File: config.mk
export PLATFORM = sky130hd
export DESIGN_NAME = phold_core
export DESIGN_NICKNAME = d
export VERILOG_FILES = /design/src/source/phold_pkg.sv /design/src/source/phold_core.sv
export SDC_FILE = /design/constraint.sdc
export NUM_CORES = 1
export LEC_CHECK = 0
export BUFFER_PORTS_ARGS = -buffer_cell sky130_fd_sc_hd__clkbuf_2
export CORE_MARGIN = 3
export CORE_UTILIZATION = 40
export CTS_BUF_LIST = sky130_fd_sc_hd__clkbuf_4 sky130_fd_sc_hd__clkbuf_8 sky130_fd_sc_hd__clkbuf_16
export CTS_CLUSTER_SIZE = 16
export DETAILED_ROUTE_END_ITERATION = 7
export PLACE_DENSITY = 0.8
export SYNTH_ARGS = -nofsm -noshare
export SYNTH_HDL_FRONTEND = slang
export SYNTH_SLANG_ARGS = --single-unit
export TNS_END_PERCENT = 100
File: constraint.sdc
create_clock -name clk -period 5.3 [get_ports clk]
set_clock_uncertainty 0.05 [all_clocks]
set_input_delay 0.795 -clock clk [delete_from_list [all_inputs] [get_ports clk]]
set_output_delay 0.795 -clock clk [all_outputs]
set_load 0.02 [all_outputs]
File: src/source/phold_pkg.sv
package phold_pkg;

   // datapath widths
   localparam int TIME_WID = 16;
   localparam int LP_WID = 6;
   localparam int CNT_WID = 64;

   // random word and the fields cut from it
   localparam int RND_WID = 24;
   localparam int DELTA_WID = 3;
   localparam int BUSY_WID = 2;

   // nonzero, the LFSR locks up on an all-zero state
   localparam logic [RND_WID-1:0] LFSR_SEED = 24'h5a3c91;

   // default sizes, overridable at phold_top
   localparam int DEF_NUM_CORE = 4;
   localparam int DEF_QUEUE_DEPTH = 16;

   // run controller states
   typedef enum logic [2:0] {
      IDLE     = 3'd0,
      INIT     = 3'd1,
      READY    = 3'd2,
      RUNNING  = 3'd3,
      FINISHED = 3'd4
   } phold_state_e;

endpackage
File: src/source/phold_core.sv
`timescale 1ns/1ps

module phold_core (
   input  logic                           clk,
   input  logic                           rst_n,
   input  logic                           ev_valid,
   input  logic                           ack,
   input  logic [phold_pkg::LP_WID-1:0]   ev_lp,
   input  logic [phold_pkg::TIME_WID-1:0] ev_time,
   input  logic [phold_pkg::RND_WID-1:0]  rnd,
   input  logic [phold_pkg::LP_WID-1:0]   lp_mask,
   output logic                           ready,
   output logic                           new_ready,
   output logic                           busy,
   output logic [phold_pkg::TIME_WID-1:0] busy_time,
   output logic [phold_pkg::TIME_WID-1:0] new_time,
   output logic [phold_pkg::LP_WID-1:0]   new_lp
);
   import phold_pkg::*;

   typedef enum logic [1:0] {
      CORE_IDLE,
      CORE_PROC,
      CORE_WAIT
   } core_state_e;

   core_state_e          state;
   logic [BUSY_WID-1:0]  delay;
   logic [DELTA_WID-1:0] delta;
   logic [LP_WID-1:0]    dest_lp;
   logic                 capture;

   assign capture = ev_valid && (state == CORE_IDLE);

   always_ff @(posedge clk or negedge rst_n) begin
      if (!rst_n) begin
         state <= CORE_IDLE;
         delay <= '0;
      end else begin
         case (state)
            CORE_IDLE: begin
               if (capture) begin
                  state <= CORE_PROC;
                  delay <= rnd[BUSY_WID-1:0];
               end
            end
            // stays here delay+1 cycles
            CORE_PROC: begin
               if (delay == '0) begin
                  state <= CORE_WAIT;
               end else begin
                  delay <= delay - BUSY_WID'(1);
               end
            end
            CORE_WAIT: begin
               if (ack) begin
                  state <= CORE_IDLE;
               end
            end
            default: state <= CORE_IDLE;
         endcase
      end
   end

   // event payload and random fields taken on dispatch
   always_ff @(posedge clk) begin
      if (capture) begin
         busy_time <= ev_time;
         delta <= rnd[BUSY_WID +: DELTA_WID];
         // source LP folded in, cores capturing the same word still diverge
         dest_lp <= rnd[BUSY_WID+DELTA_WID +: LP_WID] ^ ev_lp;
      end
   end

   assign ready = (state == CORE_IDLE);
   assign new_ready = (state == CORE_WAIT);
   assign busy = (state != CORE_IDLE);

   // increment is 1..8 so new events are strictly later
   assign new_time = busy_time + TIME_WID'(delta) + TIME_WID'(1);
   assign new_lp = dest_lp & lp_mask;

endmodule

# Word-level counts from Yosys, hierarchy flattened

Cells that the tools add are included.

Magnitude comparators: 0
Equality and inequality tests: 6
Divide/modulo/power cells: 0
$add $sub $neg: 3
Reductions and logical operators: 7
Multiplexer cells: 7
Shift-type cells: 0
Bitwise gates (word level): 2
Multiply operators: 0

Operators by type and width:

| cell                    | number |
|---|---|
| $add A16 B1 Y16 const B | 1 |
| $add A16 B3 Y16         | 1 |
| $mux W2                 | 5 |
| $and A6 B6 Y6           | 1 |
| $ne A2 B2 Y1 const B    | 3 |
| $pmux W2 S3             | 1 |
| $reduce_and A3 Y1       | 2 |
| $xor A6 B6 Y6           | 1 |
| $logic_not A2 Y1        | 2 |
| $pmux W2 S2             | 1 |
| $reduce_bool A2 Y1      | 2 |
| $eq A2 B1 Y1 const B    | 1 |
| $eq A2 B2 Y1 const B    | 1 |
| $ne A2 B1 Y1 const B    | 1 |
| $sub A2 B1 Y2 const B   | 1 |
| $logic_and A1 B1 Y1     | 1 |

Input port bits: 56
Memories: 0
Memory bits (read-only): 0
Bits in writable memories: 0
Latch bits: 0
Flip-flop bits (word level): 29
Output and inout port bits: 41

# Logic depth before layout (Yosys ltp)

Word-level depth: 4
Mapped depth: 8
Gate-level depth less buffers: 8

# Worst setup path before layout

No wires, ideal clock.

Kind: register to output
From: register busy_time[2] (netlist name)
To: output port new_time[15] (netlist name)
Arrival time: 1784 ps
Path slack: 2671 ps
Stages on the path, launching flop included: 6
Path through: edfxtp_1 -> ha_1 -> nor2_1 -> a211oi_4 -> nand4_2 -> xnor2_1

Cells in the longest elaborated chain, start to end: 2

RTL lines:

| item                   | RTL line         | source |
|---|---|---|
| start, declared        | phold_core.sv:15 | `output logic [phold_pkg::TIME_WID-1:0] busy_time,` |
| start signal, assigned | phold_core.sv:68 | `busy_time <= ev_time;` |
| $add A16 B3 Y16        | phold_core.sv:80 | `assign new_time = busy_time + TIME_WID'(delta) + TIME_WID'(1);` |
| $add A16 B1 Y16        | phold_core.sv:80 |  |
| end, declared          | phold_core.sv:16 | `output logic [phold_pkg::TIME_WID-1:0] new_time,` |

Every way passes these cells.

# Final worst setup path

From: register busy_time[0] (netlist name)
To: output port new_time[10] (netlist name)

The elaborated chain is that of the path after synthesis.

==> results.sh <==
export IMPL_status="completed"
export IMPL_timing_final_max_slew_violations=0
export IMPL_critPathRequiredTime_ns=4.45
export IMPL_p_leak_uw=0.000918
export IMPL_cts_made_buffers=5
export IMPL_ant_nets=0
export IMPL_grt_pass1_vias=992
export IMPL_crit_fanout=5
export IMPL_syn_area_mm2=0.00142
export IMPL_crit_type="flip-flop to primary output"
export IMPL_hold_violations=0
export IMPL_setup_viol=0
export IMPL_fin_crit_ns=3.03
export IMPL_ys_seq_area_share_pct=60.0
export IMPL_finalWirelength_mm=2.81
export IMPL_via_per_inst=4.50
export IMPL_synth_async_reset_ratio_pct=13.8
export IMPL_synth_area_top_cells="edfxtp_1 (53%), dfrtp_1 (7.1%), xnor2_1 (6.8%)"
export IMPL_rsz0062_at_grt="no"
export IMPL_ys_types=24
export IMPL_vdd_drop_max_v=0.000301
export IMPL_clk_insertion_delay_late_ns=0.31
export IMPL_die_height_um=65.5
export IMPL_clock_path_buffers=2
export IMPL_cts_setup_buffers=0
export IMPL_dp_cells=235
export IMPL_hold_path_class="primary input to asynchronous set/reset pin"
export IMPL_gp_congestion=0.733
export IMPL_synthesis_instances=108
export IMPL_diodes=0
export IMPL_fin_crit_sh_pct=57.1
export IMPL_initial_core_util_pct=44.3
export IMPL_firstDrtPassIters=4
export IMPL_core_mm2=0.00320
export IMPL_cts_tree="yes"
export IMPL_grt_max_degree=26
export IMPL_drive_above_1_share_pct=48.5
export IMPL_clk_pin_slew_worst_paths_ns=0.08
export IMPL_yosysMostFrequentCell="edfxtp_1"
export IMPL_antenna_found_initial=0
export IMPL_dpl_hpwl_mm=2.38
export IMPL_worst_pin_slew_ns=1.06
export IMPL_grt_pass1_wl_mm=4.32
export IMPL_cts_sinks=29
export IMPL_nets=259
export IMPL_die_w_um=65.5
export IMPL_synth_common_cells="edfxtp_1 (25), xnor2_1 (11), inv_1 (9), xor2_1 (9), and2_1 (8)"
export IMPL_dp_slack_ns=2.61
export IMPL_cts_hold_buf=0
export IMPL_die_area_mm2=0.00429
export IMPL_fin_util_pct=60.5
export IMPL_powerDensity_mw_per_mm2=427
export IMPL_cp_arrival_ns=2.18
export IMPL_grt_overflow_total=0
export IMPL_htree_levels=2
export IMPL_yosys_warnings=0
export IMPL_cp_start_kind="flip-flop"
export IMPL_io_pins=97
export IMPL_synth_top_area_share_pct=53.0
export IMPL_end_kind="primary output"
export IMPL_synth_edf_count=25
export IMPL_vias=1089
export IMPL_area_growth_syn_to_layout_pct=36.6
export IMPL_postCtsResizedCells=0
export IMPL_synth_seq_cells=29
export IMPL_placement_rows=20
export IMPL_layout_setup_ws_ns=2.27
export IMPL_tns_ns=0
export IMPL_initialDrtViolationCount=33
export IMPL_drv_cap=0
export IMPL_slew_headroom_pct=29.0
export IMPL_routedWlPerCell_um=11.6
export IMPL_io_buffer_count=83
export IMPL_grt_usage_pct=13.7
export IMPL_synth_ff_type="edfxtp_1"
export IMPL_synth_fp_nets=169
export IMPL_syn_mean_instance_area_um2=13.1
export IMPL_fmax_ghz=0.330
export IMPL_final_cells=242
export IMPL_cts_root_buf="clkbuf_4"
export IMPL_yosys_area_top_type="edfxtp_1"
export IMPL_drc=0
-- flip-flops by register name, summed over array words and instances, names as in the netlist --
register	flops
busy_time	16
dest_lp	6
delta	3
delay	2
state	2
-- path summary, 6_finish.rpt --
check | startpoint | to | slack (ns) | cells past startpoint
setup / recovery | busy_time[0] | new_time[10] | 2.27 | 9
hold / removal | rst_n | state[0] | 0.22 | 1
setup reg to reg | state[0] | delta[1] | 3.37 | 2
hold reg to reg | delay[0] | delay[0] | 0.49 | 2
max in group asynchronous | rst_n | delay[0] | 4.86 | 1
min in group clk | delay[0] | delay[0] | 0.49 | 2
-- kinds of logic after synthesis --
kind of cell | count (synthesis) | share of synthesized area, %
simple gates | 37 | 14.7
flops | 29 | 60.0
xor+xnor | 20 | 12.4
buf+inv | 9 | 2.38
compound gates | 7 | 4.85
fa+ha+maj | 5 | 4.94
mux | 1 | 0.706
-- worst max-delay path, stage by stage (launching register included) --
cell and delay (ns):
edfxtp_1 0.39, inv_1 0.07, ha_1 0.18, inv_1 0.06, fa_1 0.40, a21oi_1 0.21
nor2_1 0.13, nand4_1 0.12, xnor2_1 0.12, clkbuf_2 0.18
-- routing by layer --
| layer | up-vias | part of all wire (%) | global-route usage (%) |
|---|---|---|---|
| met5 | - | 0 | 0 |
| met4 | 0 | 2.1 | 7.77 |
| met3 | 7 | 11 | 3.59 |
| met2 | 63 | 48 | 23.3 |
| met1 | 472 | 39 | 15.6 |
| li1 | 547 | - | - |
-- final cells by class --
| cell class | count | area (um2) |
|---|---|---|
| inverter | 9 | 33.8 |
| clock buffer | 6 | 45.0 |
| fill | 283 | 1270 |
| multi-input combinational | 70 | 533 |
| sequential | 29 | 851 |
| clock inverter | 1 | 3.75 |
| tap | 44 | 55.1 |
| timing repair buffer | 83 | 415 |
-- per-stage QoR --
stage          total power, uW  hold WS [ns]  area (um2)
6_report                   827         0.219        1940
4_1_cts                    841         0.205        1940
3_5_place_dp               718         0.474        1890
5_1_grt                    885         0.198        1940
3_3_place_gp               707         0.450        1890
2_1_floorplan              603         0.429        1420
-- power breakdown --
part,total (uW),internal [uW],switching [uW]
registers,354,315,39.7
logic,352,131,221
clock network,121,53.1,67.5
total,827,499,328
-- layout by cell type, fill, tap and decap left out --
cell type	n
xnor2_1	11
nand2b_1	1
clkbuf_2	83
and2_1	8
edfxtp_1	25
nand4_2	1
xor2_1	9
and3_1	1
nor2_1	6
fa_1	1
nand4_1	1
o2bb2ai_1	1
and2b_1	1
a211oi_4	2
clkbuf_4	6
mux2i_1	1
inv_1	9
ha_1	4
clkinv_1	1
nand3_1	6
a21oi_1	4
and3_2	2
nand2_1	5
dfrtp_1	4
or2b_1	2
nor2_2	2
nor2b_1	1
No activity file was read; power rests on OpenSTA's default activity.
