--- src/source/phold_pkg.sv ---
package phold_pkg;

   // datapath widths
   localparam int TIME_WID = 16;
   localparam int LP_WID = 6;
   localparam int CNT_WID = 64;

   // random word and the fields cut from it
   localparam int RND_WID = 24;
   localparam int DELTA_WID = 3;
   localparam int BUSY_WID = 2;

   // nonzero, the LFSR locks up on an all-zero state
   localparam logic [RND_WID-1:0] LFSR_SEED = 24'h5a3c91;

   // default sizes, overridable at phold_top
   localparam int DEF_NUM_CORE = 4;
   localparam int DEF_QUEUE_DEPTH = 16;

   // run controller states
   typedef enum logic [2:0] {
      IDLE     = 3'd0,
      INIT     = 3'd1,
      READY    = 3'd2,
      RUNNING  = 3'd3,
      FINISHED = 3'd4
   } phold_state_e;

endpackage
--- src/source/gvt_tracker.sv ---
`timescale 1ns/1ps

module gvt_tracker #(
   parameter int NUM_CORE = 4
) (
   input  logic                                    clk,
   input  logic                                    rst_n,
   input  logic                                    running,
   input  logic [phold_pkg::TIME_WID-1:0]          head_time,
   input  logic                                    q_empty,
   input  logic [NUM_CORE-1:0]                     core_busy,
   input  logic [NUM_CORE*phold_pkg::TIME_WID-1:0] core_time,
   output logic [phold_pkg::TIME_WID-1:0]          gvt
);
   import phold_pkg::*;

   logic [TIME_WID-1:0] min_time;
   logic                min_vld;

   // lowest pending time over queue head and busy cores
   always_comb begin
      min_time = head_time;
      min_vld = !q_empty;
      for (int i = 0; i < NUM_CORE; i++) begin
         if (core_busy[i] && (!min_vld || core_time[i*TIME_WID +: TIME_WID] < min_time)) begin
            min_time = core_time[i*TIME_WID +: TIME_WID];
            min_vld = 1'b1;
         end
      end
   end

   // only moves forward
   always_ff @(posedge clk or negedge rst_n) begin
      if (!rst_n) begin
         gvt <= '0;
      end else if (running && min_vld && (min_time >= gvt)) begin
         gvt <= min_time;
      end
   end

endmodule

--- config.mk ---
export PLATFORM = sky130hd
export DESIGN_NAME = gvt_tracker
export DESIGN_NICKNAME = d
export VERILOG_FILES = /design/src/source/phold_pkg.sv /design/src/source/gvt_tracker.sv
export SDC_FILE = /design/constraint.sdc
export NUM_CORES = 1
export LEC_CHECK = 0
export BUFFER_PORTS_ARGS = -buffer_cell sky130_fd_sc_hd__buf_2
export CAP_MARGIN = 0
export CORE_UTILIZATION = 51
export CTS_CLUSTER_DIAMETER = 50
export DETAILED_ROUTE_END_ITERATION = 6
export GPL_ROUTABILITY_DRIVEN = 0
export PLACE_DENSITY_LB_ADDON = 0.2
export SLEW_MARGIN = 20
export SYNTH_ARGS = -nofsm -noshare
export SYNTH_HDL_FRONTEND = slang
export SYNTH_SLANG_ARGS = --single-unit
--- constraint.sdc ---
create_clock -name clk -period 5.8 [get_ports clk]
set_clock_uncertainty 0.2 [all_clocks]
set_input_delay 0 -clock clk [delete_from_list [all_inputs] [get_ports clk]]
set_output_delay 0 -clock clk [all_outputs]
set_load 0.01 [all_outputs]
Yosys cells after proc, flatten, opt, wreduce, memory -nomap -nowiden --
Index checks and enable logic that the tools add are counted.
Operators by class: magnitude comparators 5, multiplexer cells 8, reductions and logical operators 14
Operator list (number):
- $lt 16x16->1 | 4
- $mux 16 | 4
- $ge 16x16->1 | 1
- $logic_and 1x1->1 | 6
- $logic_not 1->1 | 4
- $logic_or 1x1->1 | 4
- $mux 1 | 4
Word-level totals: flip-flop bits (word level) 16, input bits 88, output and inout bits 16, logic and storage cells 28

Longest topological paths before layout --
depth after elaboration 18, gate-level depth with buffers 55, mapped depth without buffers 49

Worst setup path after synthesis --
No wires, ideal clock.
kind in2reg, from in head_time[15] in the netlist's numbering, to reg gvt[15] in the netlist's numbering, setup time 125 ps, data arrival time 10484 ps, data required time 5475 ps, setup slack -5008 ps, stages on the path 53, buffers on the path 8, cell sequence inv_1 -> ha_1 -> and4_1 -> o311ai_1 -> nor4_2 -> o31a_1 -> buf_2 -> buf_1 -> mux2i_1 -> ha_1 -> nand4_1 -> nor4_1 -> a21bo_2 -> o221ai_1 -> buf_2 -> buf_1 -> a21oi_1 -> inv_1 -> [17 not listed] -> a21o_1 -> a21oi_1 -> o2111ai_1 -> a221oi_1 -> a211oi_4 -> buf_6 -> mux2i_1 -> ha_1 -> a21o_1 -> a21o_1 -> a21o_1 -> a21oi_1 -> nor2b_1 -> o21ai_0 -> a21oi_1 -> o21ai_1 -> clkbuf_1 -> mux2_2
On the way: cells in the longest elaborated chain, start to end 18, elaborated cells on any way between the ends 26, classes of those cells order compare (5); mux (8); reduce/logical (13)
Ends and longest elaborated chain:
- from (decl) | RTL line gvt_tracker.sv:9 | input logic [phold_pkg::TIME_WID-1:0] head_time,
- $lt 16x16->1 | RTL line gvt_tracker.sv:25 | if (core_busy[i] && (!min_vld || core_time[i*TIME_WID +: TIME_WID] < min_time)) begin
- $logic_or 1x1->1 | RTL line gvt_tracker.sv:25
- $logic_and 1x1->1 | RTL line gvt_tracker.sv:25
- $mux 16 / $mux 1 (equally long branches) | RTL line gvt_tracker.sv:25
- $lt 16x16->1 / $logic_not 1->1 (equally long branches) | RTL line gvt_tracker.sv:25
- $logic_or 1x1->1 | RTL line gvt_tracker.sv:25
- $logic_and 1x1->1 | RTL line gvt_tracker.sv:25
- $mux 16 / $mux 1 (equally long branches) | RTL line gvt_tracker.sv:25
- [3 not listed]
- $mux 16 / $mux 1 (equally long branches) | RTL line gvt_tracker.sv:25
- $lt 16x16->1 / $logic_not 1->1 (equally long branches) | RTL line gvt_tracker.sv:25
- $logic_or 1x1->1 | RTL line gvt_tracker.sv:25
- $logic_and 1x1->1 | RTL line gvt_tracker.sv:25
- $mux 16 * | RTL line gvt_tracker.sv:25
- named net min_time[1] | RTL line gvt_tracker.sv:17 | logic [TIME_WID-1:0] min_time;
- $ge 16x16->1 * | RTL line gvt_tracker.sv:36 | end else if (running && min_vld && (min_time >= gvt)) begin
- $logic_and 1x1->1 * | RTL line gvt_tracker.sv:36
- to (signal assigned) | RTL line gvt_tracker.sv:37 | gvt <= min_time;
- to (decl) | RTL line gvt_tracker.sv:13 | output logic [phold_pkg::TIME_WID-1:0] gvt
The timed path passes the listed nets; every way through them passes the cells marked *. A chain may end at the register's enable or synchronous reset.

Worst setup path in the final report --
from in core_time[15] in the netlist's numbering, to reg gvt[4] in the netlist's numbering
On the way: cells in the longest elaborated chain, start to end 18, elaborated cells on any way between the ends 26, classes of those cells order compare (5); mux (8); reduce/logical (13)
Ends and longest elaborated chain:
- from (decl) | RTL line gvt_tracker.sv:12 | input logic [NUM_CORE*phold_pkg::TIME_WID-1:0] core_time,
- $lt 16x16->1 | RTL line gvt_tracker.sv:25
- $logic_or 1x1->1 | RTL line gvt_tracker.sv:25
- $logic_and 1x1->1 | RTL line gvt_tracker.sv:25
- $mux 16 / $mux 1 (equally long branches) | RTL line gvt_tracker.sv:25
- $lt 16x16->1 / $logic_not 1->1 (equally long branches) | RTL line gvt_tracker.sv:25
- $logic_or 1x1->1 | RTL line gvt_tracker.sv:25
- $logic_and 1x1->1 | RTL line gvt_tracker.sv:25
- $mux 16 / $mux 1 (equally long branches) | RTL line gvt_tracker.sv:25
- [3 not listed]
- $mux 16 / $mux 1 (equally long branches) | RTL line gvt_tracker.sv:25
- $lt 16x16->1 / $logic_not 1->1 (equally long branches) | RTL line gvt_tracker.sv:25
- $logic_or 1x1->1 | RTL line gvt_tracker.sv:25
- $logic_and 1x1->1 | RTL line gvt_tracker.sv:25
- $mux 16 * | RTL line gvt_tracker.sv:25
- named net min_time[1] | RTL line gvt_tracker.sv:17
- $ge 16x16->1 * | RTL line gvt_tracker.sv:36
- $logic_and 1x1->1 * | RTL line gvt_tracker.sv:36
Marked as above.

==> impl_results.md <==
* Psw at 745.9 uW
* ANT nets after route at 0
* Setup crit start kind: input pin
* Hold Path Class: input pin to flop
* Share of post-route cells with drive strength above 1 at 54.77%
* Clock power share at 5.8%
* CTS max path bufs at 2
* WP buf/inv at 8
* Most frequent cells in the layout: 140 x buf_4, 91 x buf_2, 56 x inv_1
* Syn_nets at 593
* RR Startpoint: gvt[0]$_DFFE_PN0P_
* Pint at 947.4 uW
* Worst Path Arrival at 10.30 ns
* Worst Path Required at 5.73 ns
* Die width at 85.39 um
* P&R area growth vs syn at 73.36%
* Crit path kind: input pin to flop
* Sw frac at 44.05%
* Max reg flops at 16
* I/O Pins at 104
* Worst-Skew Late Latency at 0.25 ns
* Reg2reg setup slack at 3.01 ns
* H-tree Lvls at 1
* Slew headroom at 0.7284%
* Final Setup Violations at 16
* Layout net count at 842
* Mapped Cells at 433
* Initial antenna violation count at 1
* P per Cell Area at 275.5 nW/um2
* CTS Buf Count at 3
* Final HPWL DP at 9.310 mm
* GRT overflow at 0
* Crit Path Max Fanout at 7
* Most used cell, CP: a21o_1
* Area of the multi-input gates at 3546 um2
* Reg2reg end: gvt[4]$_DFFE_PN0P_
* Netlist Area Pre-Place at 3546 um2
* Mean Syn Cell Area at 8.189 um2
* R2R depth at 12
* Clock sink count at 16
* Static leakage at 3.210 nW
* #FFs+latches synth at 16
* Register area share after synthesis at 11.29%
* DRT Wirelength at 17.37 mm
* Largest regs: gvt: 16 flops
* Critical path capture point type: flop
* Max-cap violations at 1
* Gate power share at 81.2%
* Failing checks: max-capacitance violations, negative setup slack
* HP Start: core_time[60]
* Largest net degree at the start of global routing at 17
* RSZ-0062 raised after global routing: yes
* Post-synth EDFFs at 0
* Row Count at 30
* Post-route insts no fill at 762
* Die area at 7291 um2
* CP delay by family, top: compound AO/OA/AOI/OAI gates
* Vias in the first global route at 4654
* Top_reg_cell synth: dfrtp_1
* Die height at 85.39 um
* Clock root cell: clkbuf_8
* Fmax at 96.42 MHz
* Slowest stage delay, CP at 1.18 ns
* Reg clk slew, reported paths at 0.06 ns
* Ys Warns at 0
* Drt wl/cell at 22.79 um
* Residual DRC at 0
* DRT iter0 DRCs at 580
* Final period utilization at 178.8%
* Placed cells at 723
* Sequential share of power at 13.0%
* Input/output buffers at 103
* Setup WS post-layout at -4.571 ns
* Cells on Worst Hold Path at 4
* Outcome: finished with violations
* Via Count at 4993
* Vias/cell at 6.552
* Max IR drop VDD at 0.4103 mV
* Slew Viols, Final at 0
* Sequential Area at 400.4 um2
* Core Box Area at 6756 um2
* Core Util, Final at 90.98%
* Final hold vios at 0
* Commonest non-fill, non-tap cell in the layout: buf_4
* CP max stage cell: o21ai_0
* Final min period at 10.37 ns
* First-pass GRT wire length at 20.98 mm
* Fill count at 265
* Initial DRT Pass Iterations at 6
* Netlist cell types at 65
* Biggest register: gvt
* CTS tree: done
* GRT Overall Usage at 36.02%
* Slew @ Worst Pin at 1.474 ns
* Hold path endpoint: gvt[12]$_DFFE_PN0P_
* Synth async-reset ratio at 100.0%
* Initial Util at 52.48%
-- worst register-to-register path, stage by stage, from the launching register on --
cell	delay, ns
dfrtp_1	0.42
ha_1	0.29
nand2b_1	0.14
a21o_1	0.15
a21o_1	0.14
a21o_1	0.16
a21oi_2	0.15
nor2b_1	0.08
o21ai_2	0.16
a21oi_2	0.09
o21ai_4	0.21
buf_6	0.19
mux2_4	0.31
-- metrics by stage --
step | TNS, ns | area (um2) | hold WS, ns | setup slack (ns) | power (mW)
finish | -72.85 | 6147 | 0.07822 | -4.571 | 1.693
global route | -81.22 | 6145 | 0.1060 | -5.106 | 1.794
CTS | -51.70 | 5801 | 0.05564 | -3.249 | 1.502
detailed placement | -59.65 | 5156 | -0.2710 | -3.756 | 1.223
global placement | -54.87 | 5156 | -0.2780 | -3.452 | 1.177
floorplan | -53.66 | 3762 | -0.4956 | -3.459 | 0.8459
-- worst max path at each step --
| stage | from | end | slack, ns | cells past startpoint |
|---|---|---|---|---|
| 2_1_floorplan | head_time[15] | gvt[15]$_DFFE_PN0P_ | -3.46 | 54 |
| 3_3_place_gp | head_time[15] | gvt[10]$_DFFE_PN0P_ | -3.45 | 52 |
| 3_5_place_dp | head_time[15] | gvt[10]$_DFFE_PN0P_ | -3.76 | 52 |
| 4_1_cts | head_time[11] | gvt[11]$_DFFE_PN0P_ | -3.25 | 53 |
| 5_1_grt | core_time[15] | gvt[1]$_DFFE_PN0P_ | -5.11 | 49 |
| 6_report | core_time[15] | gvt[4]$_DFFE_PN0P_ | -4.57 | 51 |
-- power by group through the flow --
stage,clock [mW],combinational [mW],sequential (mW)
floorplan,0,0.608,0.238
global placement,0,0.967,0.211
detailed placement,0,1.01,0.215
CTS,0.101,1.18,0.217
global route,0.103,1.47,0.227
finish,0.0976,1.37,0.221
-- layout make-up --
class	instances	area share, %
diodes	1	0.04071
clock buffers	4	0.8956
inverters	67	4.417
multi-input cells	341	57.68
flip-flops and latches	16	6.513
well taps	80	1.628
repair buffers	253	28.82
-- synthesized netlist by cell type (all sizes together), types with 2 or more instances --
library cell | instances | area, um2
nor4 | 4 | 46.29
and3b | 2 | 17.52
nand4b | 2 | 17.52
a21o | 14 | 105.1
mux2i | 44 | 440.4
a31oi | 2 | 12.51
nor2 | 27 | 101.4
o32ai | 2 | 17.52
or3 | 2 | 12.51
mux2 | 17 | 191.4
nand3 | 5 | 25.02
o21ai | 20 | 103.9
o2111ai | 2 | 17.52
nand2b | 5 | 38.78
dfrtp | 16 | 400.4
nor3b | 2 | 15.01
nor2b | 6 | 37.54
a211oi | 3 | 35.03
buf | 8 | 48.79
and4 | 2 | 17.52
o311ai | 3 | 33.79
o211ai | 4 | 30.03
o21a | 5 | 37.54
nor3 | 7 | 35.03
and3 | 2 | 12.51
ha | 72 | 900.9
o221ai | 3 | 26.28
nand2 | 18 | 67.56
nand4 | 9 | 56.30
inv | 67 | 251.5
a21oi | 34 | 170.2
nand3b | 2 | 15.01
-- kinds of logic after synthesis --
kind of cell	count (synthesis)	share of synthesized area, %
AOI/OAI and AO/OA	109	21.49
adders and majority gates	73	25.69
buffers and inverters	76	8.574
DFF	16	11.29
muxes	61	17.82
and+or+nand+nor	98	15.14
-- repair_timing --
item                                    4_1_cts  5_1_grt
endpoints found under the setup margin       16       16
gates cloned                                  2        0
pin swaps                                    41       21
buffers inserted                             17       13
gates resized for setup                      91       43
hold endpoints to repair                     16        0
hold buffers                                  2        0
-- routing by layer --
layer	wire length, um	GRT usage [%]	share of wire [%]	up-vias
met5	0	0	0	-
met4	1788	15.76	10	0
met3	1906	2.724	11	195
met2	7824	69.06	45	438
met1	5847	40.60	34	2269
li1	-	-	-	2091
Power figures use the tool's default switching activity.
