==> config.mk <==
export PLATFORM = sky130hd
export DESIGN_NAME = lfsr
export DESIGN_NICKNAME = d
export VERILOG_FILES = /design/src/source/phold_pkg.sv /design/src/source/lfsr.sv
export SDC_FILE = /design/constraint.sdc
export NUM_CORES = 1
export LEC_CHECK = 0
export ABC_AREA = 1
export BUFFER_PORTS_ARGS = -buffer_cell sky130_fd_sc_hd__buf_2
export CORE_ASPECT_RATIO = 1.1
export CORE_UTILIZATION = 56
export CTS_BUF_LIST = sky130_fd_sc_hd__clkbuf_8
export CTS_CLUSTER_DIAMETER = 200
export DETAILED_ROUTE_END_ITERATION = 10
export PLACE_DENSITY = 0.85
export SLEW_MARGIN = 25
export SYNTH_ARGS = -nofsm -noshare
export SYNTH_HDL_FRONTEND = slang
export SYNTH_SLANG_ARGS = --single-unit
export TNS_END_PERCENT = 100
==> constraint.sdc <==
create_clock -name clk -period 1.46 [get_ports clk]
set_input_delay 0.146 -clock clk [delete_from_list [all_inputs] [get_ports clk]]
set_output_delay 0.146 -clock clk [all_outputs]
set_load 0.03 [all_outputs]
==> src/source/phold_pkg.sv <==
package phold_pkg;

   // datapath widths
   localparam int TIME_WID = 16;
   localparam int LP_WID = 6;
   localparam int CNT_WID = 64;

   // random word and the fields cut from it
   localparam int RND_WID = 24;
   localparam int DELTA_WID = 3;
   localparam int BUSY_WID = 2;

   // nonzero, the LFSR locks up on an all-zero state
   localparam logic [RND_WID-1:0] LFSR_SEED = 24'h5a3c91;

   // default sizes, overridable at phold_top
   localparam int DEF_NUM_CORE = 4;
   localparam int DEF_QUEUE_DEPTH = 16;

   // run controller states
   typedef enum logic [2:0] {
      IDLE     = 3'd0,
      INIT     = 3'd1,
      READY    = 3'd2,
      RUNNING  = 3'd3,
      FINISHED = 3'd4
   } phold_state_e;

endpackage
==> src/source/lfsr.sv <==
`timescale 1ns/1ps

module lfsr #(
   parameter logic [phold_pkg::RND_WID-1:0] SEED = phold_pkg::LFSR_SEED
) (
   input  logic                          clk,
   input  logic                          rst_n,
   input  logic                          next,
   output logic [phold_pkg::RND_WID-1:0] rnd
);
   import phold_pkg::*;

   // x^24 + x^23 + x^22 + x^17 + 1, maximal length
   localparam logic [RND_WID-1:0] TAPS = 24'he10000;

   always_ff @(posedge clk or negedge rst_n) begin
      if (!rst_n) begin
         rnd <= SEED;
      end else if (next) begin
         rnd <= {1'b0, rnd[RND_WID-1:1]} ^ (rnd[0] ? TAPS : '0);
      end
   end

endmodule

Yosys cells after proc, flatten, opt, wreduce, memory -nomap -nowiden
Cells that the tools add are included.
Operators by class
  muxes and demuxes: 1
  bitwise operators: 1
Operators with widths (number)
  24-bit 2-to-1 mux: 1
  23-bit by 24-bit XOR with 24-bit output: 1
Word-level totals
  register bits after elaboration: 24
  input bits: 3
  output and inout bits: 24
  word-level logic and storage cells: 3

Longest topological paths before layout
Gate-level depths: netlist of the first run.
  depth in word-level cells: 2
  mapped depth: 5
  depth with buffers taken out: 4

Worst setup path after synthesis of the first run
OpenSTA, ideal clock, no wires.
  kind: reg2reg
  start point: register rnd[0] (netlist bit)
  end point: register rnd[16] (netlist bit)
  arrival: 0.896 ns
  required time: 1.395 ns
  setup slack: 0.499 ns
  cell stages (with the launch flop): 5
  path buffers: 0
  clock period less this slack: 0.961 ns
  path through: dfstp_2 inv_1 nand2_1 nand3_1 nand2_1
On the way
  longest elaborated chain between the ends: 2
RTL lines
  start, declared: line lfsr.sv:9  | output logic [phold_pkg::RND_WID-1:0] rnd
  start signal, assigned: line lfsr.sv:20  | rnd <= {1'b0, rnd[RND_WID-1:1]} ^ (rnd[0] ? TAPS : '0);
  24-bit 2-to-1 mux: line lfsr.sv:20
  23-bit by 24-bit XOR with 24-bit output: line lfsr.sv:20
No other way between the ends.
A chain may end at the register's enable or synchronous reset.

Worst setup path after layout of the first run
  start point: register rnd[0] (netlist bit)
  end point: output port rnd[0] (netlist bit)
No word-level cell between the ends.

==> flow_summary.json, run 1 <==
{
  "outcome": "finished clean",
  "grt.overflow.total": 0,
  "reg_top3": "rnd: 24 flops",
  "h-tree-depth": 1,
  "max_freq_ghz": 0.8314,
  "seq_area_um2": 614.3,
  "syn-cell-area_um2": 973.4,
  "cellPowerDensity_nw_per_um2": 1969,
  "n_antenna_cell": 0,
  "largest_reg_flops": 24,
  "synthSimpleGateAreaFrac_pct": 26.61,
  "antenna_found_initial": 0,
  "ys_seq_area_share_pct": 63.11,
  "start_util_pct": 61.02,
  "final_common_cell": "nand2_1",
  "grt_pass1_vias": 627,
  "port_buffers": 26,
  "worst_ep_arrival_time_ns": 1.06,
  "reg2reg_from": "rnd[0]$_DFFE_PN1P_",
  "crit_type": "reg2out",
  "worstPathCellList": "buf_2",
  "rr_worst_depth": 2,
  "ys_ff_latch": 24,
  "final_cell_mix": "nand2_1, buf_2, dfrtp_1",
  "synth_cell_types": 10,
  "core_um2": 1595,
  "slowest_delay_ns": 0.58,
  "ant_nets": 0,
  "die_h_um": 45.73,
  "cts.root.buffer_cell": "clkbuf_8",
  "grt_max_degree": 25,
  "netlist_instances": 108,
  "worstPathRequired_ns": 1.31,
  "rsz0062_at_grt": "false",
  "synthXorXnorAreaFrac_pct": 0,
  "finalSetupViolations": 0,
  "cts_setup_buffers": 0,
  "cp-start-kind": "flop",
  "finClkSkew_ns": 0.002640,
  "synth_compound_area_share_pct": 2.956,
  "tightest_slew_ns": 0.4880,
  "hold_viol": 0,
  "placed_cells": 147,
  "ios": 27,
  "cts.clk_slew.worst_paths_ns": 0.08,
  "wl_per_cell_um": 11.50,
  "period_share_pct": 82.39,
  "relSlewSlack_pct": 67.47,
  "grt_pass1_wl_um": 2746,
  "fin_setup_tns_ns": 0,
  "cp_slowest_cell": "dfstp_2",
  "synthMuxAreaShare_pct": 0,
  "internal-power_mw": 1.443,
  "switching_share_pct": 37.09,
  "seqPwrFrac_pct": 44.0,
  "total_power_mw": 2.293,
  "area_growth_pct": 19.67,
  "cp_num_buf_inv": 1,
  "reg2reg_slack_ns": 0.52,
  "maxCapViolCount": 0,
  "period_needed_ns": 1.203,
  "min_path_type": "in2reg",
  "fin_cells": 152,
  "num_rows": 15,
  "first_pass_iters": 4,
  "post_drt_via_cell_ratio": 4.941,
  "drive_gt1_share_pct": 32.59,
  "hold_path_depth": 3,
  "die_x_um": 41.75,
  "path_max_fanout": 6,
  "via_count": 751,
  "hpwlAfterDp_um": 1200,
  "synth_nets": 111,
  "slew_violations": 0,
  "fin_nets": 139,
  "grt_usage_pct": 20.16,
  "switching_power_mw": 0.8507,
  "wl_um": 1748,
  "synth_top_family_by_area": "simple AND/OR/NAND/NOR gates",
  "regMostFlops": "rnd",
  "power_leakage_nw": 0.6722,
  "p_comb_share_pct": 31.3,
  "critPathCaptureType": "output pin",
  "critical-path-top-delay-family": "flip-flops",
  "clock_latency_ns": 0.26,
  "yosys_warnings": 0,
  "clk_path_buf_depth": 2,
  "cts_tree": "yes",
  "drc_errors": 0,
  "synth_fa_ha_area_share_pct": 0,
  "clkPwrFrac_pct": 24.8,
  "hold_end": "rnd[22]$_DFFE_PN1P_",
  "fillers": 120,
  "gp_congestion": 0.7060,
  "multiInputGateArea_um2": 287.8,
  "cts.sinks": 24,
  "r2r_end": "rnd[0]$_DFFE_PN1P_",
  "drt-initial-drc-count": 14,
  "die-area_um2": 1909,
  "avgSynthCellArea_um2": 9.013,
  "min-delay-start": "next",
  "ir_drop_mv": 1.165,
  "crit_cells": 1,
  "cts_buffers": 3
}
[metal layers]
metal | global-route usage (%) | vias to the layer above | wire length [um]
li1 | - | 375 | -
met1 | 24.54 | 351 | 729
met2 | 33.75 | 21 | 901
met3 | 1.984 | 4 | 68
met4 | 15.48 | 0 | 48
met5 | 0 | - | 0
[Yosys cell counts]
| library cell | number | share of area [%] |
|---|---|---|
| nand3_1 | 3 | 1.5 |
| buf_6 | 3 | 3.5 |
| inv_2 | 1 | 0.39 |
| nand2_1 | 65 | 25 |
| dfstp_2 | 11 | 30 |
| dfrtp_1 | 13 | 33 |
| o21ai_2 | 1 | 0.90 |
| buf_4 | 2 | 1.5 |
| o21ai_0 | 4 | 2.1 |
| inv_1 | 5 | 1.9 |
[stage by stage]
step                utilization [%]  setup WS (ns)  cell area (um2)  hold slack, ns
global placement              67.92         0.5725             1084          0.1372
floorplan                         -         0.4986            973.4         -0.1496
CTS                           73.02         0.2530             1165          0.2282
detailed placement            67.92         0.5418             1084          0.1427
global route                  73.02         0.2372             1165          0.2768
finish                        73.02         0.2571             1165          0.2350
[power by group through the flow]
stage	sequential (mW)	combinational [mW]	clock, mW
6_report	1.01	0.717	0.568
5_1_grt	1.03	0.776	0.595
4_1_cts	1.01	0.727	0.574
3_5_place_dp	1.02	0.720	0
3_3_place_gp	1.01	0.703	0
2_1_floorplan	1.34	0.182	0
[cell type report]
class	count	share of cell area, %
multi-input combinational	73	24.70
inverter	6	1.933
tap	17	1.826
timing repair buffer	28	12.67
clock inverter	1	2.578
sequential	24	52.74
clock buffer	3	3.545
[logic make-up after synthesis]
group | Yosys count
buffers and inverters | 11
AOI/OAI and AO/OA | 5
and+or+nand+nor | 68
DFF | 24
[worst max-delay path by stage]
stage,from,end,slack [ns]
finish,rnd[0]$_DFFE_PN1P_,rnd[0],0.26
global route,rnd[0]$_DFFE_PN1P_,rnd[0],0.24
CTS,rnd[0]$_DFFE_PN1P_,rnd[0],0.25
detailed placement,rnd[0]$_DFFE_PN1P_,rnd[0]$_DFFE_PN1P_,0.54
global placement,rnd[0]$_DFFE_PN1P_,rnd[0],0.57
floorplan,rnd[0]$_DFFE_PN1P_,rnd[16]$_DFFE_PN0P_,0.50
[repair_timing]
action | 4_1_cts | 5_1_grt
hold endpoints to repair | 13 | 0
gates resized for setup | 0 | 0
hold buffers | 1 | 0
No activity file was read; power rests on OpenSTA's default activity.
==> run 2: changes to the inputs <==
--- a/config.mk
+++ b/config.mk
@@ -8,11 +8,11 @@
 export ABC_AREA = 1
 export BUFFER_PORTS_ARGS = -buffer_cell sky130_fd_sc_hd__buf_2
 export CORE_ASPECT_RATIO = 1.1
-export CORE_UTILIZATION = 56
+export CORE_UTILIZATION = 47
 export CTS_BUF_LIST = sky130_fd_sc_hd__clkbuf_8
 export CTS_CLUSTER_DIAMETER = 200
 export DETAILED_ROUTE_END_ITERATION = 10
-export PLACE_DENSITY = 0.85
+export PLACE_DENSITY = 0.76
 export SLEW_MARGIN = 25
 export SYNTH_ARGS = -nofsm -noshare
 export SYNTH_HDL_FRONTEND = slang
==> constraint.sdc (replaced) <==
create_clock -name clk -period 1.1 [get_ports clk]
set_input_delay 0.11 -clock clk [delete_from_list [all_inputs] [get_ports clk]]
set_output_delay 0.11 -clock clk [all_outputs]
set_load 0.03 [all_outputs]
==> run 2 against run 1 <==
Final area grew 3.8%. Flip-flop and latch count is the same. Combinational power grew 46%. Sequential share of layout area shrank 1.9 points. Clock-buffer cell count is the same. Register-to-register slack lost 0.36 ns. Global-route usage shrank 3.3 points. Setup slack lost 0.25 ns. First-iteration DRC count shrank 7.1%. Die area grew 18%. Critical endpoint unchanged. Largest cell class unchanged.
==> flow_summary.json, run 2 (synthesis results as in run 1) <==
{
  "min_path_type": "in2reg",
  "total_power_mw": 2.893,
  "use_met2_pct": 23.81,
  "clk_path_buf_depth": 2,
  "gp_congestion": 0.6869,
  "grt_usage_pct": 16.87,
  "cts.root.buffer_cell": "clkbuf_8",
  "startpoint": "rnd[0]$_DFFE_PN1P_",
  "use_met1_pct": 24.75,
  "critical-path-top-delay-family": "flip-flops",
  "area_growth_pct": 24.16,
  "hpwlAfterDp_um": 1108,
  "grt_pass1_wl_um": 2773,
  "ir_drop_mv": 1.575,
  "clkPwrFrac_pct": 17.4,
  "tightest_slew_ns": 0.4997,
  "max_freq_ghz": 0.9129,
  "regMostFlops": "rnd",
  "finClkSkew_ns": 0.003057,
  "cellPowerDensity_nw_per_um2": 2394,
  "cts_tree": "yes",
  "grt_pass1_vias": 635,
  "reg2reg_from": "rnd[22]$_DFFE_PN1P_",
  "wl_per_cell_um": 10.18,
  "n_antenna_cell": 0,
  "hold_viol": 0,
  "ant_nets": 0,
  "worstPathCellList": "buf_6",
  "antenna_found_initial": 0,
  "start_util_pct": 52.28,
  "final_common_cell": "nand2_1",
  "r2r_end": "rnd[21]$_DFFE_PN0P_",
  "internal-power_mw": 1.778,
  "final_core_util_pct": 64.92,
  "path_max_fanout": 6,
  "port_buffers": 26,
  "cp_num_buf_inv": 1,
  "wl_um": 1660,
  "largest_reg_flops": 24,
  "crit_cells": 1,
  "grt.overflow.total": 0,
  "h-tree-depth": 1,
  "die-area_um2": 2257,
  "slew_violations": 0,
  "seqPwrFrac_pct": 46.3,
  "power_leakage_nw": 0.6740,
  "crit_type": "reg2out",
  "drive_gt1_share_pct": 32.35,
  "finalSetupViolations": 0,
  "grt_max_degree": 28,
  "cp_slowest_cell": "dfstp_2",
  "core_um2": 1862,
  "cts.sinks": 24,
  "final_cell_mix": "nand2_1, buf_2, dfrtp_1",
  "maxCapViolCount": 0,
  "drc_errors": 0,
  "relSlewSlack_pct": 66.69,
  "critPathCaptureType": "output pin",
  "crit_end": "rnd[0]",
  "period_share_pct": 99.58,
  "cts.clk_slew.worst_paths_ns": 0.08,
  "switching_share_pct": 38.56,
  "reg2reg_slack_ns": 0.16,
  "ios": 27,
  "busiest_layer": "met1",
  "clock_latency_ns": 0.26,
  "via_count": 733,
  "cp-start-kind": "flop",
  "rr_worst_depth": 4,
  "cts_buffers": 3,
  "switching_power_mw": 1.115,
  "rsz0062_at_grt": "true",
  "reg_top3": "rnd: 24 flops",
  "worst_ep_arrival_time_ns": 0.99,
  "drt-initial-drc-count": 13,
  "post_drt_via_cell_ratio": 4.497,
  "met3_usage_pct": 4.396,
  "period_needed_ns": 1.095,
  "placed_cells": 157,
  "worstPathRequired_ns": 0.99,
  "die_h_um": 49.73,
  "num_rows": 16,
  "fin_cells": 163,
  "outcome": "finished clean",
  "slowest_delay_ns": 0.58,
  "p_comb_share_pct": 36.3,
  "die_x_um": 45.39,
  "fin_nets": 140,
  "first_pass_iters": 4
}
## run 2: power by group through the flow
| stage | clock network, mW | logic, mW | registers (mW) |
|---|---|---|---|
| after detailed placement | 0 | 0.953 | 1.34 |
| final | 0.503 | 1.05 | 1.34 |
| after global routing | 0.554 | 1.13 | 1.37 |
| after global placement | 0 | 0.937 | 1.34 |
| after CTS | 0.523 | 1.02 | 1.34 |
| after floorplan | 0 | 0.242 | 1.78 |
## run 2: per-layer routing
metal  vias to the layer above  wire, um
met2                        15       766
li1                        379         -
met5                         -         0
met4                         0        12
met1                       337       822
met3                         2        58
## run 2: area by class of cell
type | count | area [um2]
Multi-Input combinational cell | 73 | 287.8
Inverter | 6 | 22.52
Tap cell | 27 | 33.78
Sequential cell | 24 | 614.3
Clock buffer | 3 | 41.29
Timing Repair Buffer | 29 | 205.2
Clock inverter | 1 | 3.754
Fill cell | 174 | 653.1
## run 2: how the worst min path moves through the flow
stage / slack [ns] / depth (start not counted) / startpoint / end
after floorplan: -0.19 / 0 / rst_n / rnd[14]$_DFFE_PN0P_
after global placement: 0.10 / 1 / rst_n / rnd[21]$_DFFE_PN0P_
after detailed placement: 0.11 / 1 / rst_n / rnd[23]$_DFFE_PN0P_
after CTS: 0.22 / 4 / next / rnd[13]$_DFFE_PN1P_
after global routing: 0.26 / 4 / next / rnd[13]$_DFFE_PN1P_
final: 0.22 / 4 / next / rnd[12]$_DFFE_PN1P_
## run 2: what timing repair did
item / 4_1_cts / 5_1_grt
pin swaps: 0 / 0
setup buffers: 0 / 1
setup endpoints to repair: 10 / 7
endpoints found under the hold margin: 13 / 0
hold buffers: 1 / 0
gates cloned: 0 / 0
resized for setup: 12 / 6
## run 2: stage by stage
| step | cell area (um2) | worst slack, ns | setup TNS (ns) | hold WS (ns) |
|---|---|---|---|---|
| 3_3_place_gp | 1096 | 0.2386 | 0 | 0.1044 |
| 6_report | 1209 | 0.004594 | 0 | 0.2212 |
| 4_1_cts | 1184 | -0.001340 | -0.001340 | 0.2216 |
| 3_5_place_dp | 1096 | 0.2168 | 0 | 0.1107 |
| 5_1_grt | 1209 | -0.02553 | -0.02553 | 0.2550 |
| 2_1_floorplan | 973.4 | 0.1386 | 0 | -0.1856 |
## run 2: tightest hold or removal path, stage by stage
cell	delay (ns)
buf_2	0.09
inv_2	0.14
nand2_1	0.09
nand2_1	0.04
