`src/source/phold_pkg.sv`:
```
package phold_pkg;

   // datapath widths
   localparam int TIME_WID = 16;
   localparam int LP_WID = 6;
   localparam int CNT_WID = 64;

   // random word and the fields cut from it
   localparam int RND_WID = 24;
   localparam int DELTA_WID = 3;
   localparam int BUSY_WID = 2;

   // nonzero, the LFSR locks up on an all-zero state
   localparam logic [RND_WID-1:0] LFSR_SEED = 24'h5a3c91;

   // default sizes, overridable at phold_top
   localparam int DEF_NUM_CORE = 4;
   localparam int DEF_QUEUE_DEPTH = 16;

   // run controller states
   typedef enum logic [2:0] {
      IDLE     = 3'd0,
      INIT     = 3'd1,
      READY    = 3'd2,
      RUNNING  = 3'd3,
      FINISHED = 3'd4
   } phold_state_e;

endpackage
```
`src/source/event_queue.sv`:
```
`timescale 1ns/1ps

module event_queue #(
   parameter int QUEUE_DEPTH = 16
) (
   input  logic                           clk,
   input  logic                           rst_n,
   input  logic                           enq,
   input  logic                           deq,
   input  logic [phold_pkg::LP_WID-1:0]   in_lp,
   input  logic [phold_pkg::TIME_WID-1:0] in_time,
   output logic [phold_pkg::LP_WID-1:0]   head_lp,
   output logic [phold_pkg::TIME_WID-1:0] head_time,
   output logic                           full,
   output logic                           empty
);
   import phold_pkg::*;

   localparam int FILL_WID = $clog2(QUEUE_DEPTH + 1);

   logic [LP_WID-1:0]      lp_q [QUEUE_DEPTH];
   logic [TIME_WID-1:0]    time_q [QUEUE_DEPTH];
   logic [FILL_WID-1:0]    fill;
   logic [QUEUE_DEPTH-1:0] larger;
   logic                   do_enq;
   logic                   do_deq;

   assign full = (fill == FILL_WID'(QUEUE_DEPTH));
   assign empty = (fill == '0);
   assign do_enq = enq && !full;
   assign do_deq = deq && !empty;

   // smallest timestamp always sits in slot 0
   assign head_lp = lp_q[0];
   assign head_time = time_q[0];

   // empty slots count as larger, so the vector is a thermometer
   always_comb begin
      for (int i = 0; i < QUEUE_DEPTH; i++) begin
         larger[i] = (i >= int'(fill)) || (time_q[i] > in_time);
      end
   end

   // equal keys are not larger, new entry lands behind them
   always_ff @(posedge clk) begin
      if (do_enq) begin
         if (larger[0]) begin
            lp_q[0] <= in_lp;
            time_q[0] <= in_time;
         end
         for (int i = 1; i < QUEUE_DEPTH; i++) begin
            if (larger[i-1]) begin
               lp_q[i] <= lp_q[i-1];
               time_q[i] <= time_q[i-1];
            end else if (larger[i]) begin
               lp_q[i] <= in_lp;
               time_q[i] <= in_time;
            end
         end
      end else if (do_deq) begin
         for (int i = 0; i < QUEUE_DEPTH - 1; i++) begin
            lp_q[i] <= lp_q[i+1];
            time_q[i] <= time_q[i+1];
         end
      end
   end

   always_ff @(posedge clk or negedge rst_n) begin
      if (!rst_n) begin
         fill <= '0;
      end else if (do_enq) begin
         fill <= fill + FILL_WID'(1);
      end else if (do_deq) begin
         fill <= fill - FILL_WID'(1);
      end
   end

endmodule

```
`config.mk`:
```
export PLATFORM = sky130hd
export DESIGN_NAME = event_queue
export DESIGN_NICKNAME = d
export VERILOG_FILES = /design/src/source/phold_pkg.sv /design/src/source/event_queue.sv
export SDC_FILE = /design/constraint.sdc
export NUM_CORES = 1
export LEC_CHECK = 0
export BUFFER_PORTS_ARGS = -buffer_cell sky130_fd_sc_hd__buf_4
export CORE_UTILIZATION = 64
export DETAILED_ROUTE_END_ITERATION = 8
export GPL_TIMING_DRIVEN = 0
export PLACE_DENSITY_LB_ADDON = 0.1
export SYNTH_ARGS = -nofsm -noshare
export SYNTH_HDL_FRONTEND = slang
export SYNTH_SLANG_ARGS = --single-unit
```
`constraint.sdc`:
```
create_clock -name clk -period 4.7 [get_ports clk]
set_input_delay 0 -clock clk [delete_from_list [all_inputs] [get_ports clk]]
set_output_delay 0 -clock clk [all_outputs]
set_load 0.01 [all_outputs]
```
After elaboration in Yosys (flattened, before gate mapping)
Memories as Yosys holds them, arrays and structs flattened.
Cells that the tools add are included.
{ "totals": {"reg_bits": 5, "mem_bits_rw": 352, "in_bits": 26, "out_inout_bits": 24, "wordCells": 276, "n_memories": 2} }
{ "memory_table": {"columns": ["memory", "depth", "word_bits", "read_ports", "rd_ports_with_merged_regs", "write_ports", "line_no", "source"], "rows": [
  ["time_q", 16, 16, 16, 0, 16, "event_queue.sv:22", "logic [TIME_WID-1:0] time_q [QUEUE_DEPTH];"],
  ["lp_q", 16, 6, 16, 0, 16, "event_queue.sv:21", "logic [LP_WID-1:0] lp_q [QUEUE_DEPTH];"]
]} }
{ "classes": {"addsub": 2, "n_lt_le_gt_ge": 32, "n_eq_ne": 1, "n_mux": 156, "bitwise_logic": 60, "reduce_logical": 22} }
{ "ops": {"columns": ["op", "n"], "rows": [
  ["16-bit two-way mux", 30],
  ["16-bit > comparator", 16],
  ["6-bit two-way mux", 30],
  ["1-bit two-way mux", 94],
  ["1-bit bitwise OR", 60],
  ["4-bit by 5-bit greater-or-equal comparator with 1-bit output, first input constant", 8],
  ["3-bit by 5-bit greater-or-equal comparator with 1-bit output, first input constant", 4],
  ["1-bit logical OR", 16],
  ["1-bit by 5-bit greater-or-equal comparator with 1-bit output, first input constant", 2],
  ["2-bit by 5-bit greater-or-equal comparator with 1-bit output, first input constant", 2],
  ["5-bit two-way mux", 2],
  ["5-bit by 1-bit adder with 5-bit output, second input constant", 1],
  ["5-bit == test, second input constant", 1],
  ["5-bit zero test", 1],
  ["5-bit by 1-bit subtractor with 5-bit output, second input constant", 1],
  ["1-bit logical AND", 2],
  ["1-bit zero test", 2],
  ["2-bit nonzero test", 1]
]} }

Depth between registers and ports, before layout
Gate-level depths: netlist (run 1).
{ "logic_depth": {"word_depth": 8, "depth_mapped": 12, "mapped_depth_nobuf": 9} }

Worst setup path after synthesis (run 1)
OpenSTA, ideal clock, no wires.
{ "synth_timing": {"kind": "input -> register", "from": "input in_time[13] in the netlist's numbering", "to": "memory lp_q[14][0] (netlist: lp_q[0][84]) (enable)", "setup_ps": 414, "t_arrival_ps": 3100, "required_time_ps": 4286, "slack_ps": 1185, "cell_stages": 9, "n_path_buf": 1, "cell_sequence": "inv_1 ha_1 nand4_1 nor3_1 and4_1 o32a_1 o21a_1 clkbuf_1 a31oi_1"} }
{ "synth_rtl": {"columns": ["item", "line_no", "source"], "rows": [
  ["from (decl)", "event_queue.sv:11", "input logic [phold_pkg::TIME_WID-1:0] in_time,"],
  ["to (decl)", "event_queue.sv:21", null]
]} }

==> results of run 1 <==
-- metal layers --
layer / up-vias / global-route usage, %
met5: - / 0
met4: 8 / 38.9
met3: 556 / 13.7
met2: 1965 / 75.8
met1: 10412 / 57.9
li1: 9209 / -
-- sequential cells by signal, summed over array words and instances (netlist names) --
register / flops
time_q: 256
fill: 5
lp_q: 96
-- placed cells by master, fill, tap and decap left out, types with 10 or more instances in the layout --
cell           netlist  layout
ha_1               261     261
nand3_1            135     134
edfxtp_1           352     352
o31ai_1             45      45
a32oi_1             89      89
a2111oi_0           10      10
a21oi_1            118     117
buf_2               24      24
dlygate4sd3_1        0      30
clkbuf_16            0      41
o21ai_0             33      33
a21o_1              27      27
o211ai_1            77      77
clkbuf_1           112     119
o311ai_1            37      37
nor3_1              12      12
o21ai_1             75      74
mux2_1              27      27
mux2i_1             78      78
nor2b_1             15      15
inv_1               44      37
nor2_1             103     102
buf_4               25      80
nand2_1            341     331
buf_1               14      14
a221o_1             44      44
nand2_2              0      10
nand4_1             49      49
nor4_1              12      12
-- metrics by stage --
stage / power (uW) / hold WS (ps)
finish: 20300 / 56.9
global route: 21100 / 43.2
CTS: 19700 / 17.9
detailed placement: 16600 / -190
global placement: 16000 / -192
floorplan: 13100 / -296
-- worst paths after layout --
| path | to | slack, ps | depth (start not counted) |
|---|---|---|---|
| max | time_q[0][123] | -30 | 7 |
| min | time_q[0][160] | 60 | 3 |
| max reg2reg | time_q[0][123] | -30 | 7 |
| max in group asynchronous | fill[2] | 4110 | 3 |
| min reg2reg | lp_q[0][89] | 550 | 2 |
| min in group asynchronous | fill[4] | 360 | 3 |
-- critical path, stage by stage, from the launching register on --
cell and delay, ps:
dfrtp_1 350, buf_2 210, nor3_2 560, nand2_1 200
nand3_1 660, clkbuf_1 610, clkdlybuf4s15_1 900, nand3_2 740
-- cell families after synthesis --
group / after synthesis
AND/OR/NAND/NOR: 699
AO/OA/AOI/OAI: 623
flip-flops: 357
adder cells (fa/ha/maj): 261
buffers and inverters: 224
multiplexers: 105
XOR/XNOR: 4
-- cell type report --
cell class / instances / area [um2] / area share [%]
well taps: 468 / 586 / 2.21
repair inverters: 5 / 25.0 / 0.0945
repair buffers: 93 / 852 / 3.22
flip-flops and latches: 357 / 10700 / 40.4
inverters: 45 / 195 / 0.737
clock buffers: 49 / 1060 / 3.99
clock inverters: 21 / 181 / 0.685
plain buffers: 179 / 850 / 3.21
multi-input cells: 1692 / 12000 / 45.4
diodes: 7 / 17.5 / 0.0661
-- what timing repair did --
item                                   CTS  global route
cloned                                   0             5
hold buffers                            30             0
resized for setup                        1            19
setup buffers                            0             8
setup endpoints to repair               22           259
endpoints found under the hold margin   76             0
-- report_power, final --
group          internal (uW)  switching [uW]
combinational           3270            5810
clock                   1760            1370
sequential              6160            1890
==> impl_metrics.env, run 1 <==
export IMPL_hold_path_class="input pin to flip-flop"
export IMPL_start_kind="flip-flop"
export IMPL_htreeDepth=2
export IMPL_post_route_period_util_pct=101
export IMPL_ys_types=76
export IMPL_crit_path_end_kind="flip-flop"
export IMPL_max_slew_margin_pct=-1.61
export IMPL_die_area_mm2=0.0378
export IMPL_yosysTopAreaCell="edfxtp_1"
export IMPL_cts_buffers=40
export IMPL_dp_hpwl_mm=65.1
export IMPL_maxUsedRoutingLayer="met5"
export IMPL_synth_nets=2560
export IMPL_num_vias=22150
export IMPL_first_global_vias=21497
export IMPL_setup_violations_final=29
export IMPL_drive_above_1_share_pct=8.60
export IMPL_drt_wirelength_per_cell_um=32.5
export IMPL_boundaryPins=50
export IMPL_grt_max_degree=24
export IMPL_worstHoldStart="in_time[0]"
export IMPL_critPathRequiredTime_ps=4820
export IMPL_place_gp_congestion=1.03
export IMPL_synth_top_cells_by_count="352 x edfxtp_1, 341 x nand2_1, 261 x ha_1"
export IMPL_final_cell_count_no_fill=2916
export IMPL_synth_mux_area_share_pct=4.58
export IMPL_drt_iter0_drc=3319
export IMPL_dr_pass1_iters=7
export IMPL_wl_met1_mm=31.4
export IMPL_antenna_found_initial=8
export IMPL_syn_area_per_cell_um2=10.4
export IMPL_clock_path_buffers=3
export IMPL_cts_tree="built"
export IMPL_start_util_pct=64.9
export IMPL_worstMarginPinSlew_ps=1520
export IMPL_wirelength_mm=94.8
export IMPL_synth_top_area_share_pct=44.6
export IMPL_grtUsageTotal_pct=49.1
export IMPL_fin_skew_ps=14.9
export IMPL_ant_nets=0
export IMPL_yosys_area_share_adder_pct=13.8
export IMPL_areaGrowthSynthToFinish_pct=11.8
export IMPL_dp_slack_ps=-253
export IMPL_clk_pin_slew_ps=60
export IMPL_async_flop_share_pct=1.40
export IMPL_critPathLaunch="fill[4]"
export IMPL_synth_compound_area_share_pct=18.8
export IMPL_period_minus_slack_ps=4730
export IMPL_critPathArrivalTime_ps=4850
export IMPL_clock_latency_ps=590
export IMPL_met3_length_mm=13.1
export IMPL_ys_seq_area_share_pct=45.1
export IMPL_final_hold_viol_count=0
export IMPL_die_w_um=194
export IMPL_drv_cap=3
export IMPL_rows=70
export IMPL_status="finished, violations left"
export IMPL_violations="capacitance limit, slew limit, setup timing"
export IMPL_fillers=2715
export IMPL_ys_ff_latch=357
export IMPL_crit_type="flip-flop to flip-flop"
export IMPL_synthSimpleGateAreaFrac_pct=13.2
export IMPL_core_area_mm2=0.0365
export IMPL_synth_xor_xnor_area_share_pct=0.148
export IMPL_via_per_inst=7.60
export IMPL_finalMaxSlewViolations=69
export IMPL_grt_overflow_total=0
export IMPL_route_detailed_drc=0
export IMPL_syn_inst=2273
export IMPL_placed_cell_area_mm2=0.0247
export IMPL_grt_setup_unrepaired="no"
export IMPL_power_density_mw_per_mm2=765
export IMPL_grt_pass1_wl_mm=135
export IMPL_fp_dieH_um=194
export IMPL_postLayoutCellArea_mm2=0.0265
export IMPL_r2r_start="fill[4]"
export IMPL_vdd_ir_drop_max_v=0.000539
export IMPL_wl_met2_mm=40.9
export IMPL_final_util_pct=72.5
export IMPL_clock_sinks=357
export IMPL_place_inst=2795
export IMPL_max_freq_mhz=211
export IMPL_yosysMostFrequentCell="edfxtp_1"
export IMPL_p_leak_uw=0.0104
export IMPL_cts_root_buffer="clkbuf_16"
export IMPL_synth_flop_cell="edfxtp_1"
export IMPL_synth_area_mm2=0.0237
export IMPL_synth_edff_count=352
export IMPL_setup_ws_ps=-30.4
export IMPL_crit_path_max_fanout=22
export IMPL_synth_top_family_by_area="compound AO/OA/AOI/OAI gates"
export IMPL_ys_warn_count=0
export IMPL_io_buffers=49
export IMPL_fin_setup_tns_ps=-596
export IMPL_nNetsFinal=2700
export IMPL_yosys_top_cells_area="edfxtp_1 45%, ha_1 14%, nand2_1 5.4%"
(Power assumes the default switching activity.)
==> run 2: changes to the inputs <==
Settings changed: CORE_UTILIZATION 64 to 66, CTS_BUF_LIST from default to sky130_fd_sc_hd__clkbuf_4.
==> run 2 against run 1 <==
  * The flow finishes with violations (setup timing)
  * Worst hold slack better by 1.5 ps
  * Combinational power down 0.7%
  * Final area about the same
  * Final cell count up 3.1%
  * Fmax down 4.8%
  * First-iteration DRC count up 0.87%
  * Sequential share of layout area about the same
  * Via count up 1.4%
  * Utilization up 2.2 points
  * Global-route usage about the same
==> impl_metrics.env, run 2 (same netlist as run 1, synthesis figures left out) <==
export IMPL_num_vias=22470
export IMPL_drv_cap=0
export IMPL_nNetsFinal=2755
export IMPL_regArea_mm2=0.0107
export IMPL_place_gp_congestion=1.06
export IMPL_grtUsageTotal_pct=49.1
export IMPL_clock_sinks=357
export IMPL_crit_type="flip-flop to flip-flop"
export IMPL_boundaryPins=50
export IMPL_core_area_mm2=0.0355
export IMPL_final_common_cell="edfxtp_1"
export IMPL_max_slew_margin_pct=3.05
export IMPL_worstMarginPinSlew_ps=1450
export IMPL_io_buffers=49
export IMPL_drt_wirelength_per_cell_um=30.5
export IMPL_final_cell_count_no_fill=3007
export IMPL_via_per_inst=7.47
export IMPL_antenna_found_initial=5
export IMPL_p_leak_uw=0.0106
export IMPL_hold_path_class="input pin to flip-flop"
export IMPL_drt_iter0_drc=3348
export IMPL_gr_usage_met1_pct=56.6
export IMPL_grt_overflow_total=0
export IMPL_setup_violations_final=132
export IMPL_dp_slack_ps=-89.6
export IMPL_drive_above_1_share_pct=11.8
export IMPL_route_detailed_drc=0
export IMPL_areaGrowthSynthToFinish_pct=11.9
export IMPL_power_density_mw_per_mm2=756
export IMPL_dr_pass1_iters=7
export IMPL_clock_latency_ps=860
export IMPL_max_freq_mhz=201
export IMPL_crit_path_end_kind="flip-flop"
export IMPL_ant_nets=0
export IMPL_reg_largest_list="time_q x256, lp_q x96, fill x5"
export IMPL_critPathArrivalTime_ps=5250
export IMPL_largest_reg_flops=256
export IMPL_finalMaxSlewViolations=0
export IMPL_violations="setup timing"
export IMPL_final_util_pct=74.7
export IMPL_grt_setup_unrepaired="yes"
export IMPL_postCtsSetupRepairBufs=0
export IMPL_regMostFlops="time_q"
export IMPL_gr_usage_met3_pct=16.0
export IMPL_fin_skew_ps=77.2
export IMPL_clock_path_buffers=3
export IMPL_dp_hpwl_mm=63.0
export IMPL_rows=69
export IMPL_cts_buffers=99
export IMPL_critPathRequiredTime_ps=4980
export IMPL_busiest_layer="met2"
export IMPL_period_minus_slack_ps=4970
export IMPL_cts_tree="built"
export IMPL_start_util_pct=66.8
export IMPL_die_area_mm2=0.0367
export IMPL_status="finished, violations left"
export IMPL_start_kind="flip-flop"
export IMPL_fp_dieH_um=191
export IMPL_cts_root_buffer="clkbuf_4"
export IMPL_grt_max_degree=24
export IMPL_clk_pin_slew_ps=70
export IMPL_first_global_vias=21749
export IMPL_die_w_um=191
export IMPL_setup_ws_ps=-269
export IMPL_layout_common_cells="352 x edfxtp_1, 339 x nand2_1, 261 x ha_1, 152 x clkbuf_4, 134 x nand3_1"
export IMPL_multiInputGateArea_mm2=0.0120
export IMPL_wirelength_mm=91.8
export IMPL_htreeDepth=3
export IMPL_crit_path_max_fanout=22
export IMPL_vdd_ir_drop_max_v=0.000383
export IMPL_post_route_period_util_pct=106
export IMPL_met2_usage_pct=73.3
export IMPL_final_hold_viol_count=0
export IMPL_place_inst=2788
export IMPL_grt_pass1_wl_mm=130
export IMPL_fillers=2525
[run 2: changes by cell type in the layout (fill, tap and decap cells not counted), moves of 6 or more]
cell / previous run / this run
buf_4: 80 / 74
clkbuf_1: 119 / 112
clkbuf_16: 41 / 0
clkbuf_4: 0 / 152
clkinv_1: 8 / 22
clkinv_2: 8 / 1
nand2_1: 331 / 339
nand2_2: 10 / 2
[run 2: timing repair]
action,4_1_cts,5_1_grt
hold buffers,29,0
setup endpoints to repair,22,151
gates cloned,0,6
gates resized for setup,1,8
pin swaps,0,0
endpoints found under the hold margin,231,0
[run 2: metrics by stage]
stage / cell area, um2 / power [uW] / hold slack, ps / TNS (ps)
2_1_floorplan: 23700 / 13100 / -296 / 0
3_3_place_gp: 24600 / 15900 / -193 / -23280
3_5_place_dp: 24700 / 16500 / -193 / -5280
4_1_cts: 26300 / 19500 / 41.7 / 0
5_1_grt: 26500 / 20900 / 30.6 / -15940
6_report: 26500 / 20000 / 58.4 / -22640
[run 2: final timing paths]
check | startpoint | end | slack, ps | cells after the start
worst max-delay path | fill[4] | time_q[0][162] | -270 | 7
worst min-delay path | deq | lp_q[0][20] | 60 | 5
worst max register to register | fill[4] | time_q[0][162] | -270 | 7
worst min register to register | lp_q[0][92] | lp_q[0][86] | 530 | 2
max in group asynchronous | rst_n | fill[0] | 4420 | 3
min in group asynchronous | rst_n | fill[3] | 70 | 3
[run 2: area by class of cell]
| cell class | count | area share [%] |
|---|---|---|
| Clock buffer | 152 | 4.30 |
| Buffer | 179 | 3.18 |
| Antenna cell | 3 | 0.0283 |
| Multi-Input combinational cell | 1692 | 45.3 |
| Timing Repair Buffer | 88 | 3.33 |
| Sequential cell | 357 | 40.3 |
| Timing Repair inverter | 6 | 0.113 |
| Clock inverter | 24 | 0.472 |
| Tap cell | 461 | 2.18 |
| Inverter | 45 | 0.722 |
[run 2: metal layers]
metal / wire length, um / vias to the layer above
met2: 39400 / 2004
met1: 29500 / 10469
met4: 9110 / 4
met5: 134 / -
met3: 13600 / 622
li1: - / 9371
[run 2: worst max-delay path, stage by stage, from the launching register on]
cell	delay [ps]
dfrtp_1	350
buf_2	220
nor3_2	610
nand2_1	210
nand3_1	610
clkbuf_1	610
clkbuf_1	840
nand2_1	920
[run 2: report_power, final]
part / internal [uW] / switching, uW
Sequential: 6170 / 1870
Combinational: 3290 / 5720
Clock: 1520 / 1460
Total: 11000 / 9050
